[src/axi_delay_pkg.sv]
package axi_delay_pkg;

  // AR and AW request fields
  typedef struct packed {
    logic [3:0]  id;
    logic [31:0] addr;
    logic [7:0]  len;
    logic [2:0]  size;
    logic [1:0]  burst;
  } addr_req_t;

  typedef struct packed {
    logic [31:0] data;
    logic [3:0]  strb;
    logic        last;
  } wbeat_t;

  typedef struct packed {
    logic [3:0]  id;
    logic [31:0] data;
    logic [1:0]  resp;
    logic        last;
  } rbeat_t;

  typedef struct packed {
    logic [3:0] id;
    logic [1:0] resp;
  } bresp_t;

  localparam int DELAY_RATIO_Q10 = 3072;  // 3x slowdown
  localparam int FRAC_BITS       = 10;
  localparam int EXTRA_Q10       = DELAY_RATIO_Q10 - (1 << FRAC_BITS);
  localparam int ACC_W           = 32;
  localparam int CNT_W           = ACC_W - FRAC_BITS;  // Integer part of the accumulator

  localparam int RBEAT_W = $bits(rbeat_t);
  localparam int BRESP_W = $bits(bresp_t);

  // B response rides in the low bits of an R sized beat
  function automatic rbeat_t pack_bresp(bresp_t b);
    return rbeat_t'({{(RBEAT_W - BRESP_W){1'b0}}, b});
  endfunction

  function automatic bresp_t unpack_bresp(rbeat_t r);
    logic [RBEAT_W-1:0] word;
    word = r;
    return bresp_t'(word[BRESP_W-1:0]);
  endfunction

endpackage
[src/axi_delay_bridge.sv]
`timescale 1ns/1ps

module axi_delay_bridge (
  input  logic                     clk,
  input  logic                     rst,

  input  logic                     up_ar_valid,
  output logic                     up_ar_ready,
  input  axi_delay_pkg::addr_req_t up_ar_bits,
  input  logic                     up_aw_valid,
  output logic                     up_aw_ready,
  input  axi_delay_pkg::addr_req_t up_aw_bits,
  input  logic                     up_w_valid,
  output logic                     up_w_ready,
  input  axi_delay_pkg::wbeat_t    up_w_bits,
  output logic                     up_r_valid,
  input  logic                     up_r_ready,
  output axi_delay_pkg::rbeat_t    up_r_bits,
  output logic                     up_b_valid,
  input  logic                     up_b_ready,
  output axi_delay_pkg::bresp_t    up_b_bits,

  output logic                     dn_ar_valid,
  input  logic                     dn_ar_ready,
  output axi_delay_pkg::addr_req_t dn_ar_bits,
  output logic                     dn_aw_valid,
  input  logic                     dn_aw_ready,
  output axi_delay_pkg::addr_req_t dn_aw_bits,
  output logic                     dn_w_valid,
  input  logic                     dn_w_ready,
  output axi_delay_pkg::wbeat_t    dn_w_bits,
  input  logic                     dn_r_valid,
  output logic                     dn_r_ready,
  input  axi_delay_pkg::rbeat_t    dn_r_bits,
  input  logic                     dn_b_valid,
  output logic                     dn_b_ready,
  input  axi_delay_pkg::bresp_t    dn_b_bits
);

  import axi_delay_pkg::*;

  logic   ar_accepted;
  logic   aw_accepted;
  logic   w_accepted;
  logic   b_req_seen;
  rbeat_t dn_b_word;
  rbeat_t up_b_word;

  assign dn_ar_bits = up_ar_bits;
  assign dn_aw_bits = up_aw_bits;
  assign dn_w_bits  = up_w_bits;

  request_delayer u_ar_delayer (
    .clk      (clk),
    .rst      (rst),
    .up_valid (up_ar_valid),
    .up_ready (up_ar_ready),
    .dn_valid (dn_ar_valid),
    .dn_ready (dn_ar_ready),
    .accepted (ar_accepted)
  );

  request_delayer u_aw_delayer (
    .clk      (clk),
    .rst      (rst),
    .up_valid (up_aw_valid),
    .up_ready (up_aw_ready),
    .dn_valid (dn_aw_valid),
    .dn_ready (dn_aw_ready),
    .accepted (aw_accepted)
  );

  request_delayer u_w_delayer (
    .clk      (clk),
    .rst      (rst),
    .up_valid (up_w_valid),
    .up_ready (up_w_ready),
    .dn_valid (dn_w_valid),
    .dn_ready (dn_w_ready),
    .accepted (w_accepted)
  );

  response_delayer u_r_delayer (
    .clk      (clk),
    .rst      (rst),
    .req_seen (ar_accepted),  // Read latency counts from AR
    .dn_valid (dn_r_valid),
    .dn_ready (dn_r_ready),
    .dn_beat  (dn_r_bits),
    .up_valid (up_r_valid),
    .up_ready (up_r_ready),
    .up_beat  (up_r_bits)
  );

  // Write latency counts from the later of AW and W
  assign b_req_seen = aw_accepted || w_accepted;
  assign dn_b_word  = pack_bresp(dn_b_bits);
  assign up_b_bits  = unpack_bresp(up_b_word);

  response_delayer u_b_delayer (
    .clk      (clk),
    .rst      (rst),
    .req_seen (b_req_seen),
    .dn_valid (dn_b_valid),
    .dn_ready (dn_b_ready),
    .dn_beat  (dn_b_word),
    .up_valid (up_b_valid),
    .up_ready (up_b_ready),
    .up_beat  (up_b_word)
  );

endmodule

[src/response_delayer.sv]
`timescale 1ns/1ps

module response_delayer (
  input  logic                  clk,
  input  logic                  rst,
  input  logic                  req_seen,
  input  logic                  dn_valid,
  output logic                  dn_ready,
  input  axi_delay_pkg::rbeat_t dn_beat,
  output logic                  up_valid,
  input  logic                  up_ready,
  output axi_delay_pkg::rbeat_t up_beat
);

  import axi_delay_pkg::*;

  typedef enum logic {
    empty,
    hold
  } state_t;

  state_t state;
  rbeat_t beat_q;
  logic   capture;
  logic   deliver;
  logic   measuring;
  logic   timer_clear;
  logic   expired;

  // Subordinate only sees ready while nothing is held
  assign dn_ready = (state == empty) ? up_ready : 1'b0;
  assign capture  = dn_valid && dn_ready;

  assign up_valid = (state == hold) && expired;
  assign up_beat  = beat_q;
  assign deliver  = up_valid && up_ready;

  // Response time runs from the last request or delivery
  assign measuring   = (state == empty);
  assign timer_clear = req_seen || deliver;

  always_ff @(posedge clk) begin
    if (rst) begin
      state <= empty;
    end else begin
      case (state)
        empty: begin
          if (capture) begin
            state <= hold;
          end
        end
        default: begin
          if (deliver) begin
            state <= empty;
          end
        end
      endcase
    end
  end

  always_ff @(posedge clk) begin
    if (capture) begin
      beat_q <= dn_beat;  // Held unchanged until delivery
    end
  end

  stretch_timer u_timer (
    .clk        (clk),
    .rst        (rst),
    .accumulate (measuring),
    .clear      (timer_clear),
    .start      (capture),
    .expired    (expired)
  );

endmodule

[src/request_delayer.sv]
`timescale 1ns/1ps

module request_delayer (
  input  logic clk,
  input  logic rst,
  input  logic up_valid,
  output logic up_ready,
  output logic dn_valid,
  input  logic dn_ready,
  output logic accepted
);

  typedef enum logic [1:0] {
    idle,
    wait_ready,
    stretch,
    done
  } state_t;

  state_t state;
  logic   dn_stall;
  logic   timer_clear;
  logic   expired;

  // Valid only reaches the subordinate before its handshake
  assign dn_valid = (state == idle || state == wait_ready) ? up_valid : 1'b0;
  assign dn_stall = dn_valid && !dn_ready;

  // Zero wait passes the ready through in the same cycle
  assign up_ready = (state == idle && up_valid && dn_ready) ||
                    (state == stretch && expired);
  assign accepted = up_valid && up_ready;

  assign timer_clear = (state == done);

  always_ff @(posedge clk) begin
    if (rst) begin
      state <= idle;
    end else begin
      case (state)
        idle: begin
          if (up_valid) begin
            state <= dn_ready ? done : wait_ready;
          end
        end
        wait_ready: begin
          if (dn_ready) begin
            state <= stretch;  // Downstream took it
          end
        end
        stretch: begin
          if (expired) begin
            state <= done;
          end
        end
        default: begin
          state <= idle;
        end
      endcase
    end
  end

  // Countdown reloads with the running total on every stalled cycle
  stretch_timer u_timer (
    .clk        (clk),
    .rst        (rst),
    .accumulate (dn_stall),
    .clear      (timer_clear),
    .start      (dn_stall),
    .expired    (expired)
  );

endmodule

[src/stretch_timer.sv]
`timescale 1ns/1ps

module stretch_timer (
  input  logic clk,
  input  logic rst,
  input  logic accumulate,
  input  logic clear,
  input  logic start,
  output logic expired
);

  import axi_delay_pkg::*;

  logic [ACC_W-1:0] acc;
  logic [ACC_W-1:0] acc_next;
  logic [CNT_W-1:0] count;

  // Fixed point sum of extra delay, Q10
  always_comb begin
    if (clear) begin
      acc_next = '0;
    end else if (accumulate) begin
      acc_next = acc + ACC_W'(EXTRA_Q10);
    end else begin
      acc_next = acc;
    end
  end

  always_ff @(posedge clk) begin
    if (rst) begin
      acc   <= '0;
      count <= '0;
    end else begin
      acc <= acc_next;
      if (start) begin
        count <= acc_next[ACC_W-1:FRAC_BITS];  // Whole cycles only
      end else if (count != '0) begin
        count <= count - 1'b1;
      end
    end
  end

  assign expired = (count == '0);

endmodule

[config.mk]
export PLATFORM = sky130hd
export DESIGN_NAME = axi_delay_bridge
export DESIGN_NICKNAME = d
export VERILOG_FILES = /design/src/axi_delay_pkg.sv /design/src/axi_delay_bridge.sv /design/src/response_delayer.sv /design/src/request_delayer.sv /design/src/stretch_timer.sv
export SDC_FILE = /design/constraint.sdc
export NUM_CORES = 1
export LEC_CHECK = 0
export BUFFER_PORTS_ARGS = -buffer_cell sky130_fd_sc_hd__buf_2
export CAP_MARGIN = 20
export CORE_MARGIN = 4
export CORE_UTILIZATION = 50
export CTS_CLUSTER_DIAMETER = 100
export DETAILED_ROUTE_END_ITERATION = 6
export PLACE_DENSITY = 0.86
export SKIP_CTS_REPAIR_TIMING = 1
export SYNTH_ARGS = -nofsm -noshare
export SYNTH_HDL_FRONTEND = slang
export SYNTH_SLANG_ARGS = --single-unit
[constraint.sdc]
create_clock -name clk -period 5.3 [get_ports clk]
set_clock_uncertainty 0.15 [all_clocks]
set_input_delay 0.53 -clock clk [delete_from_list [all_inputs] [get_ports clk]]
set_output_delay 0.53 -clock clk [all_outputs]
set_load 0.02 [all_outputs]
==> results.rst, run 1 <==
.. list-table::
   :header-rows: 1

   * - Metric
     - Value
   * - GPL Wtd Cong
     - 0.868
   * - Dpl ws
     - 2.13 ns
   * - Clock transition at the register clock pins on the worst setup and hold paths after CTS
     - 0.06 ns
   * - Cell-by-cell trace of the critical path
     - inv_1 -> ha_1 -> nor3b_1 -> nand4_1 -> or2_2 -> o21ai_0 -> buf_2
   * - Asr flop ratio synth
     - 0%
   * - Mean number of vias per cell
     - 5.66
   * - Share of the clock period used by the worst path after layout
     - 65.4%
   * - Most common cell after layout, fill and taps aside
     - sky130_fd_sc_hd__dfxtp_1
   * - Critical Path End Type
     - primary output
   * - Placed standard-cell area
     - 13500 um^2
   * - Shortest clock period the worst path allows after layout
     - 3.47 ns
   * - Count of pins over their slew limit
     - 0
   * - Vias in the first global route
     - 10200
   * - Setup repair after global routing missed its margin
     - no
   * - Pin count of the biggest net entering global routing
     - 43
   * - Starting Density
     - 50.8%
   * - First drt pass iteration count
     - 5
   * - Diodes inserted
     - 0
   * - Worst Max-Slew Pin Slew
     - 0.808 ns
   * - Number of maximum-capacitance violations
     - 0
   * - Maximum fanout encountered on the critical timing path
     - 9
   * - WL final
     - 29200 um
   * - Final routed DRC violation total
     - 0
   * - Setup TNS after final layout
     - 0 ns
   * - Data arrival time of the critical path
     - 2.79 ns
   * - CTS Buf Count
     - 27
   * - Wire per inst
     - 16.0 um
   * - Ports
     - 382
   * - Power density relative to cell area
     - 553 nW/um^2
   * - Height of the chip
     - 173 um
   * - Floorplan Core Area
     - 26900 um^2
   * - Via count
     - 10300
   * - Number of nets in the layout
     - 1681
   * - Total non-filler cell area in the finished layout
     - 14500 um^2
   * - Hold slack final
     - 0.0182 ns
   * - Clock Sinks
     - 273
   * - Global routing usage summed across all routing layers
     - 18.6%
   * - Worst-Skew Late Latency
     - 0.54 ns
   * - Wire length of the first global-routing pass
     - 48500 um
   * - Classification of the worst setup path
     - register to primary output
   * - Deepest level of the CTS H-tree
     - 1
   * - Worst Slack Setup Final
     - 1.83 ns
   * - Worst reg2reg setup slack
     - 2.06 ns
   * - Post-synthesis instance total
     - 1489
   * - X dimension of the die
     - 173 um
   * - TritonCTS clock tree
     - built
   * - Total global routing overflow
     - 0
   * - Buffers from clock root to sink, at most
     - 3
   * - Antenna viol nets, final
     - 0
   * - Type of element launching the critical path
     - register
   * - Synthesized area per cell
     - 9.16 um^2
   * - Layout fillers
     - 2294
   * - Core Rows
     - 60
   * - Count of state elements after synthesis
     - 273
   * - Top library cells by usage in the layout, fill and taps aside
     - sky130_fd_sc_hd__dfxtp_1 (228), sky130_fd_sc_hd__nor2_1 (202), sky130_fd_sc_hd__xor2_1 (115)
   * - Total half-perimeter wirelength after legalization and detailed placement
     - 20500 um
   * - Register area share after synthesis
     - 43.4%
   * - Dominant synthesized flop cell
     - sky130_fd_sc_hd__dfxtp_1
   * - Worst ir drop on vdd
     - 0.302 mV
   * - Floorplan die area
     - 30000 um^2
   * - Area of the mapped netlist
     - 13600 um^2
   * - Max stage delay cell, worst path
     - sky130_fd_sc_hd__or2_2
   * - Setup Viol. Count Final
     - 0
   * - Status
     - complete, no violations
   * - Leak pwr
     - 5.51 nW
   * - Post-synth EDFFs
     - 45
   * - Synthesis warning total
     - 0
   * - Proportion of layout cells with a drive suffix above 1
     - 13.0%
   * - Worst relative slew slack
     - 45.8%
   * - First DRT Iteration DRCs
     - 706
   * - Delay contributed by the slowest stage of the critical path
     - 0.47 ns
   * - Number of buffers inserted by port buffering
     - 111
   * - Highest achievable clock rate
     - 289 MHz
   * - Area delta synth->final
     - 6.29%
   * - Hold/Removal Path Class
     - primary input to register
   * - Initial antenna violation count
     - 0
   * - Buffer cell driving the clock tree root
     - sky130_fd_sc_hd__clkbuf_16
   * - Synthesized Nets
     - 1708
   * - Worst Path Required
     - 4.62 ns
   * - Fin. Hold Viols
     - 0
   * - Number of distinct standard cells referenced by the synthesized netlist
     - 68
metal layers:
layer	global-route usage (%)	routed length, um	up-vias
li1	-	-	5019
met1	23.2	12500	4879
met2	31.7	13800	357
met3	4.59	2130	67
met4	5.79	730	2
met5	0.962	38	-
sequential cells by signal, indices dropped and copies added, names as in the netlist, 6 cells and up:
register                    flops
u_w_delayer.u_timer.count      22
u_b_delayer.up_beat             6
u_aw_delayer.u_timer.count     22
u_b_delayer.u_timer.acc        22
u_r_delayer.u_timer.count      22
u_r_delayer.up_beat            39
u_aw_delayer.u_timer.acc       22
u_ar_delayer.u_timer.acc       22
u_r_delayer.u_timer.acc        22
u_ar_delayer.u_timer.count     22
u_b_delayer.u_timer.count      22
u_w_delayer.u_timer.acc        22
path summary, 6_finish.rpt:
path                                                            startpoint                                    endpoint  depth (start not counted)
worst max-delay path            u_ar_delayer.u_timer.count[0]$_SDFFE_PP0P_                                 up_ar_ready                          7
worst min-delay path                                         dn_r_bits[14]           u_r_delayer.up_beat[14]$_DFFE_PP_                          1
worst max register to register  u_ar_delayer.u_timer.count[0]$_SDFFE_PP0P_  u_r_delayer.u_timer.count[12]$_SDFFE_PP0P_                          8
worst min register to register     u_aw_delayer.u_timer.acc[10]$_SDFF_PP0_     u_aw_delayer.u_timer.acc[10]$_SDFF_PP0_                          1
Yosys cell counts (all sizes together), types with 16 or more instances:
cell | instances | area share [%]
inv | 29 | 0.80
or4 | 20 | 1.2
nand4 | 25 | 1.1
nor2 | 203 | 5.6
dfxtp | 228 | 33
o22ai | 51 | 2.3
buf | 145 | 7.9
xor2 | 115 | 7.4
nand3 | 54 | 2.1
o21ai | 16 | 0.59
or2 | 18 | 0.83
a21oi | 28 | 1.1
ha | 27 | 2.5
nand2 | 100 | 2.8
xnor2 | 80 | 5.1
clkbuf | 36 | 0.99
edfxtp | 45 | 9.9
nor4 | 37 | 2.0
nor3 | 46 | 1.8
final cells by class:
type	instances	area [um^2]	area share (%)
multi-input cells	1005	6400	44.2
inverters	30	113	0.777
repair buffers	125	681	4.69
clock buffers	42	812	5.60
flip-flops and latches	273	5920	40.8
well taps	341	427	2.94
clock inverters	7	146	1.01
kinds of logic after synthesis:
| logic type | synth area share [%] |
|---|---|
| AOI/OAI and AO/OA | 8.71 |
| muxes | 0.514 |
| xor gates and xnor gates | 12.5 |
| and+or+nand+nor | 22.7 |
| DFF | 43.4 |
| buffers and inverters | 9.68 |
| adders and majority gates | 2.48 |
report_power, final:
part / switching [mW] / internal [mW] / total, mW
registers: 0.366 / 2.48 / 2.84
clock network: 0.792 / 1.25 / 2.04
logic: 1.79 / 1.34 / 3.13
worst max-delay path, delay by kind of cell, from the launching register on:
family                     cells  cell delay, ns
DFF                            1            0.33
buffers and inverters          2            0.31
AOI/OAI and AO/OA              1            0.23
adders and majority gates      1            0.19
and+or+nand+nor                3            1.19
stage by stage:
stage	power, mW	instances	utilization [%]
after floorplan	5.46	1489	-
after global placement	5.80	1766	50.1
after detailed placement	5.92	1766	50.1
after CTS	8.00	1815	53.6
after global routing	8.54	1823	53.9
final	8.01	1823	53.9
(Power assumes the default switching activity.)
==> run 2: changes to the inputs <==
Clock period 5.3 ns to 3.3 ns, I/O delays scaled along.
==> run 2 against run 1 <==
Sequential cell count unchanged. Register-to-register slack worse by 1.6 ns. Critical endpoint is now up_r_valid. Largest cell class unchanged. Sequential power is 61% higher.
==> results.rst, run 2 (synthesis gave the netlist of run 1 again) <==
.. list-table::
   :header-rows: 1

   * - Metric
     - Value
   * - Status
     - complete, no violations
   * - Post-layout instance count excluding filler cells
     - 1872
   * - TritonCTS clock tree
     - built
   * - Via count
     - 10600
   * - Height of the chip
     - 173 um
   * - Start point of the worst min-delay path
     - dn_b_valid
   * - Top library cells by usage in the layout, fill and taps aside
     - sky130_fd_sc_hd__dfxtp_1 (228), sky130_fd_sc_hd__nor2_1 (202), sky130_fd_sc_hd__xor2_1 (115)
   * - Leak pwr
     - 5.67 nW
   * - Instance count along the most critical hold path
     - 3
   * - Max stage delay cell, worst path
     - sky130_fd_sc_hd__or4_1
   * - Setup TNS after final layout
     - 0 ns
   * - Number of buffers inserted by port buffering
     - 111
   * - Initial antenna violation count
     - 1
   * - Wire per inst
     - 16.5 um
   * - Buffer cell driving the clock tree root
     - sky130_fd_sc_hd__clkbuf_16
   * - Pin count of the biggest net entering global routing
     - 42
   * - Classification of the worst setup path
     - register to primary output
   * - Worst relative slew slack
     - 38.3%
   * - Share of the clock period used by the worst path after layout
     - 96.5%
   * - Number of nets in the layout
     - 1729
   * - Ports
     - 382
   * - Vias in the first global route
     - 10000
   * - Worst-Skew Late Latency
     - 0.53 ns
   * - Proportion of layout cells with a drive suffix above 1
     - 13.5%
   * - Most common cell after layout, fill and taps aside
     - sky130_fd_sc_hd__dfxtp_1
   * - Highest achievable clock rate
     - 314 MHz
   * - Worst Path Required
     - 2.82 ns
   * - X dimension of the die
     - 173 um
   * - Starting Density
     - 50.8%
   * - Buffers from clock root to sink, at most
     - 3
   * - Critical Path End Type
     - primary output
   * - Power density relative to cell area
     - 853 nW/um^2
   * - First drt pass iteration count
     - 6
   * - First DRT Iteration DRCs
     - 819
   * - Startpoint of the lowest-slack register-to-register path
     - u_aw_delayer.state[0]$_SDFFE_PP0P_
   * - Flip-flop count of the largest register, all copies and words added
     - 39
   * - Total global routing overflow
     - 0
   * - Core Rows
     - 60
   * - CTS Buf Count
     - 26
   * - Mean number of vias per cell
     - 5.68
   * - Total area of multi-input combinational cells
     - 6410 um^2
   * - Worst reg2reg setup slack
     - 0.46 ns
   * - Reg-to-reg endpoint
     - u_aw_delayer.u_timer.count[9]$_SDFFE_PP0P_
   * - Cell-by-cell trace of the critical path
     - or4_1 -> or4b_1 -> nor4_1 -> and2_1 -> buf_2
   * - Setup repair after global routing missed its margin
     - no
   * - Worst Max-Slew Pin Slew
     - 0.922 ns
   * - Area occupied by registers
     - 5920 um^2
   * - Count of pins over their slew limit
     - 0
   * - Data arrival time of the critical path
     - 2.70 ns
   * - Deepest level of the CTS H-tree
     - 1
   * - Delay contributed by the slowest stage of the critical path
     - 0.61 ns
   * - GPL Wtd Cong
     - 0.887
   * - Clock Sinks
     - 273
   * - Critical Path Start
     - u_r_delayer.u_timer.count[16]$_SDFFE_PP0P_
   * - Fin. Hold Viols
     - 0
   * - Maximum fanout encountered on the critical timing path
     - 5
   * - Floorplan Core Area
     - 26900 um^2
   * - Wire length of the first global-routing pass
     - 47300 um
   * - Endpoint of the worst hold path
     - u_b_delayer.state$_SDFF_PP0_
   * - Worst ir drop on vdd
     - 0.592 mV
   * - Clock transition at the register clock pins on the worst setup and hold paths after CTS
     - 0.07 ns
   * - Global routing usage summed across all routing layers
     - 18.1%
   * - Floorplan die area
     - 30000 um^2
   * - Worst Reg-to-Reg Cells
     - 6
   * - Cell family with the largest share of critical-path delay
     - simple AND/OR/NAND/NOR gates
   * - Final routed DRC violation total
     - 0
   * - Number of maximum-capacitance violations
     - 0
   * - Total half-perimeter wirelength after legalization and detailed placement
     - 20700 um
   * - Shortest clock period the worst path allows after layout
     - 3.18 ns
   * - Antenna viol nets, final
     - 0
   * - Hold slack final
     - 0.0206 ns
   * - WL final
     - 30900 um
   * - Type of element launching the critical path
     - register
   * - Number of buffers and inverters on the critical path
     - 1
   * - Post-Place Cells
     - 1777
   * - Hold/Removal Path Class
     - primary input to register
   * - Area delta synth->final
     - 8.98%
   * - Setup Viol. Count Final
     - 0
   * - Layout fillers
     - 2252
==> run 2: changes by cell type in the layout (fill, tap and decap cells not counted), sizes merged <==
cell / delta
buf: +12
clkinv: +7
clkbuf: -12
bufinv: -2
clkinvlp: +4
inv: +2
diode: +1
dlygate4sd3: +37
==> run 2: report_power, final <==
group          switching, mW  internal (mW)
sequential             0.589           3.98
clock                   1.29           1.69
combinational           2.91           2.23
==> run 2: routing by layer <==
metal | up-vias | global-route usage (%) | share of wire (%)
li1 | 5112 | - | -
met1 | 5036 | 22.5 | 42
met2 | 412 | 31.2 | 48
met3 | 78 | 4.59 | 7.3
met4 | 2 | 5.09 | 2.8
met5 | - | 0.962 | 0.12
==> run 2: area by class of cell <==
class | count | share of cell area, %
multi-input combinational | 1005 | 43.1
sequential | 273 | 39.8
timing repair buffer | 174 | 7.68
clock buffer | 30 | 4.69
tap | 341 | 2.87
clock inverter | 18 | 1.10
inverter | 30 | 0.758
antenna | 1 | 0.0168
==> run 2: worst register-to-register path: cells and delay by family, from the launching register on <==
| kind | cells | cell delay, ns |
|---|---|---|
| compound gates | 2 | 0.57 |
| fa+ha+maj | 1 | 0.25 |
| simple gates | 2 | 1.32 |
| buf+inv | 1 | 0.12 |
| flops | 1 | 0.35 |
==> run 2: per-stage QoR <==
| step | total power [mW] | util [%] | area, um^2 | setup slack, ns |
|---|---|---|---|---|
| 6_report | 12.7 | 55.3 | 14900 | 0.115 |
| 5_1_grt | 13.5 | 55.3 | 14900 | 0.00359 |
| 4_1_cts | 12.6 | 53.6 | 14400 | 0.00979 |
| 3_5_place_dp | 9.57 | 50.4 | 13500 | 0.467 |
| 3_3_place_gp | 9.38 | 50.4 | 13500 | 0.596 |
| 2_1_floorplan | 8.78 | - | 13600 | 0.417 |
==> run 2: worst max path at each step <==
stage,slack [ns],to,cells past startpoint
6_report,0.12,up_r_valid,5
5_1_grt,0.004,up_w_ready,5
4_1_cts,0.01,up_ar_ready,7
3_5_place_dp,0.47,u_r_delayer.u_timer.count[4]$_SDFFE_PP0P_,10
3_3_place_gp,0.60,u_b_delayer.u_timer.count[11]$_SDFFE_PP0P_,7
2_1_floorplan,0.42,u_r_delayer.u_timer.count[7]$_SDFFE_PP0P_,7
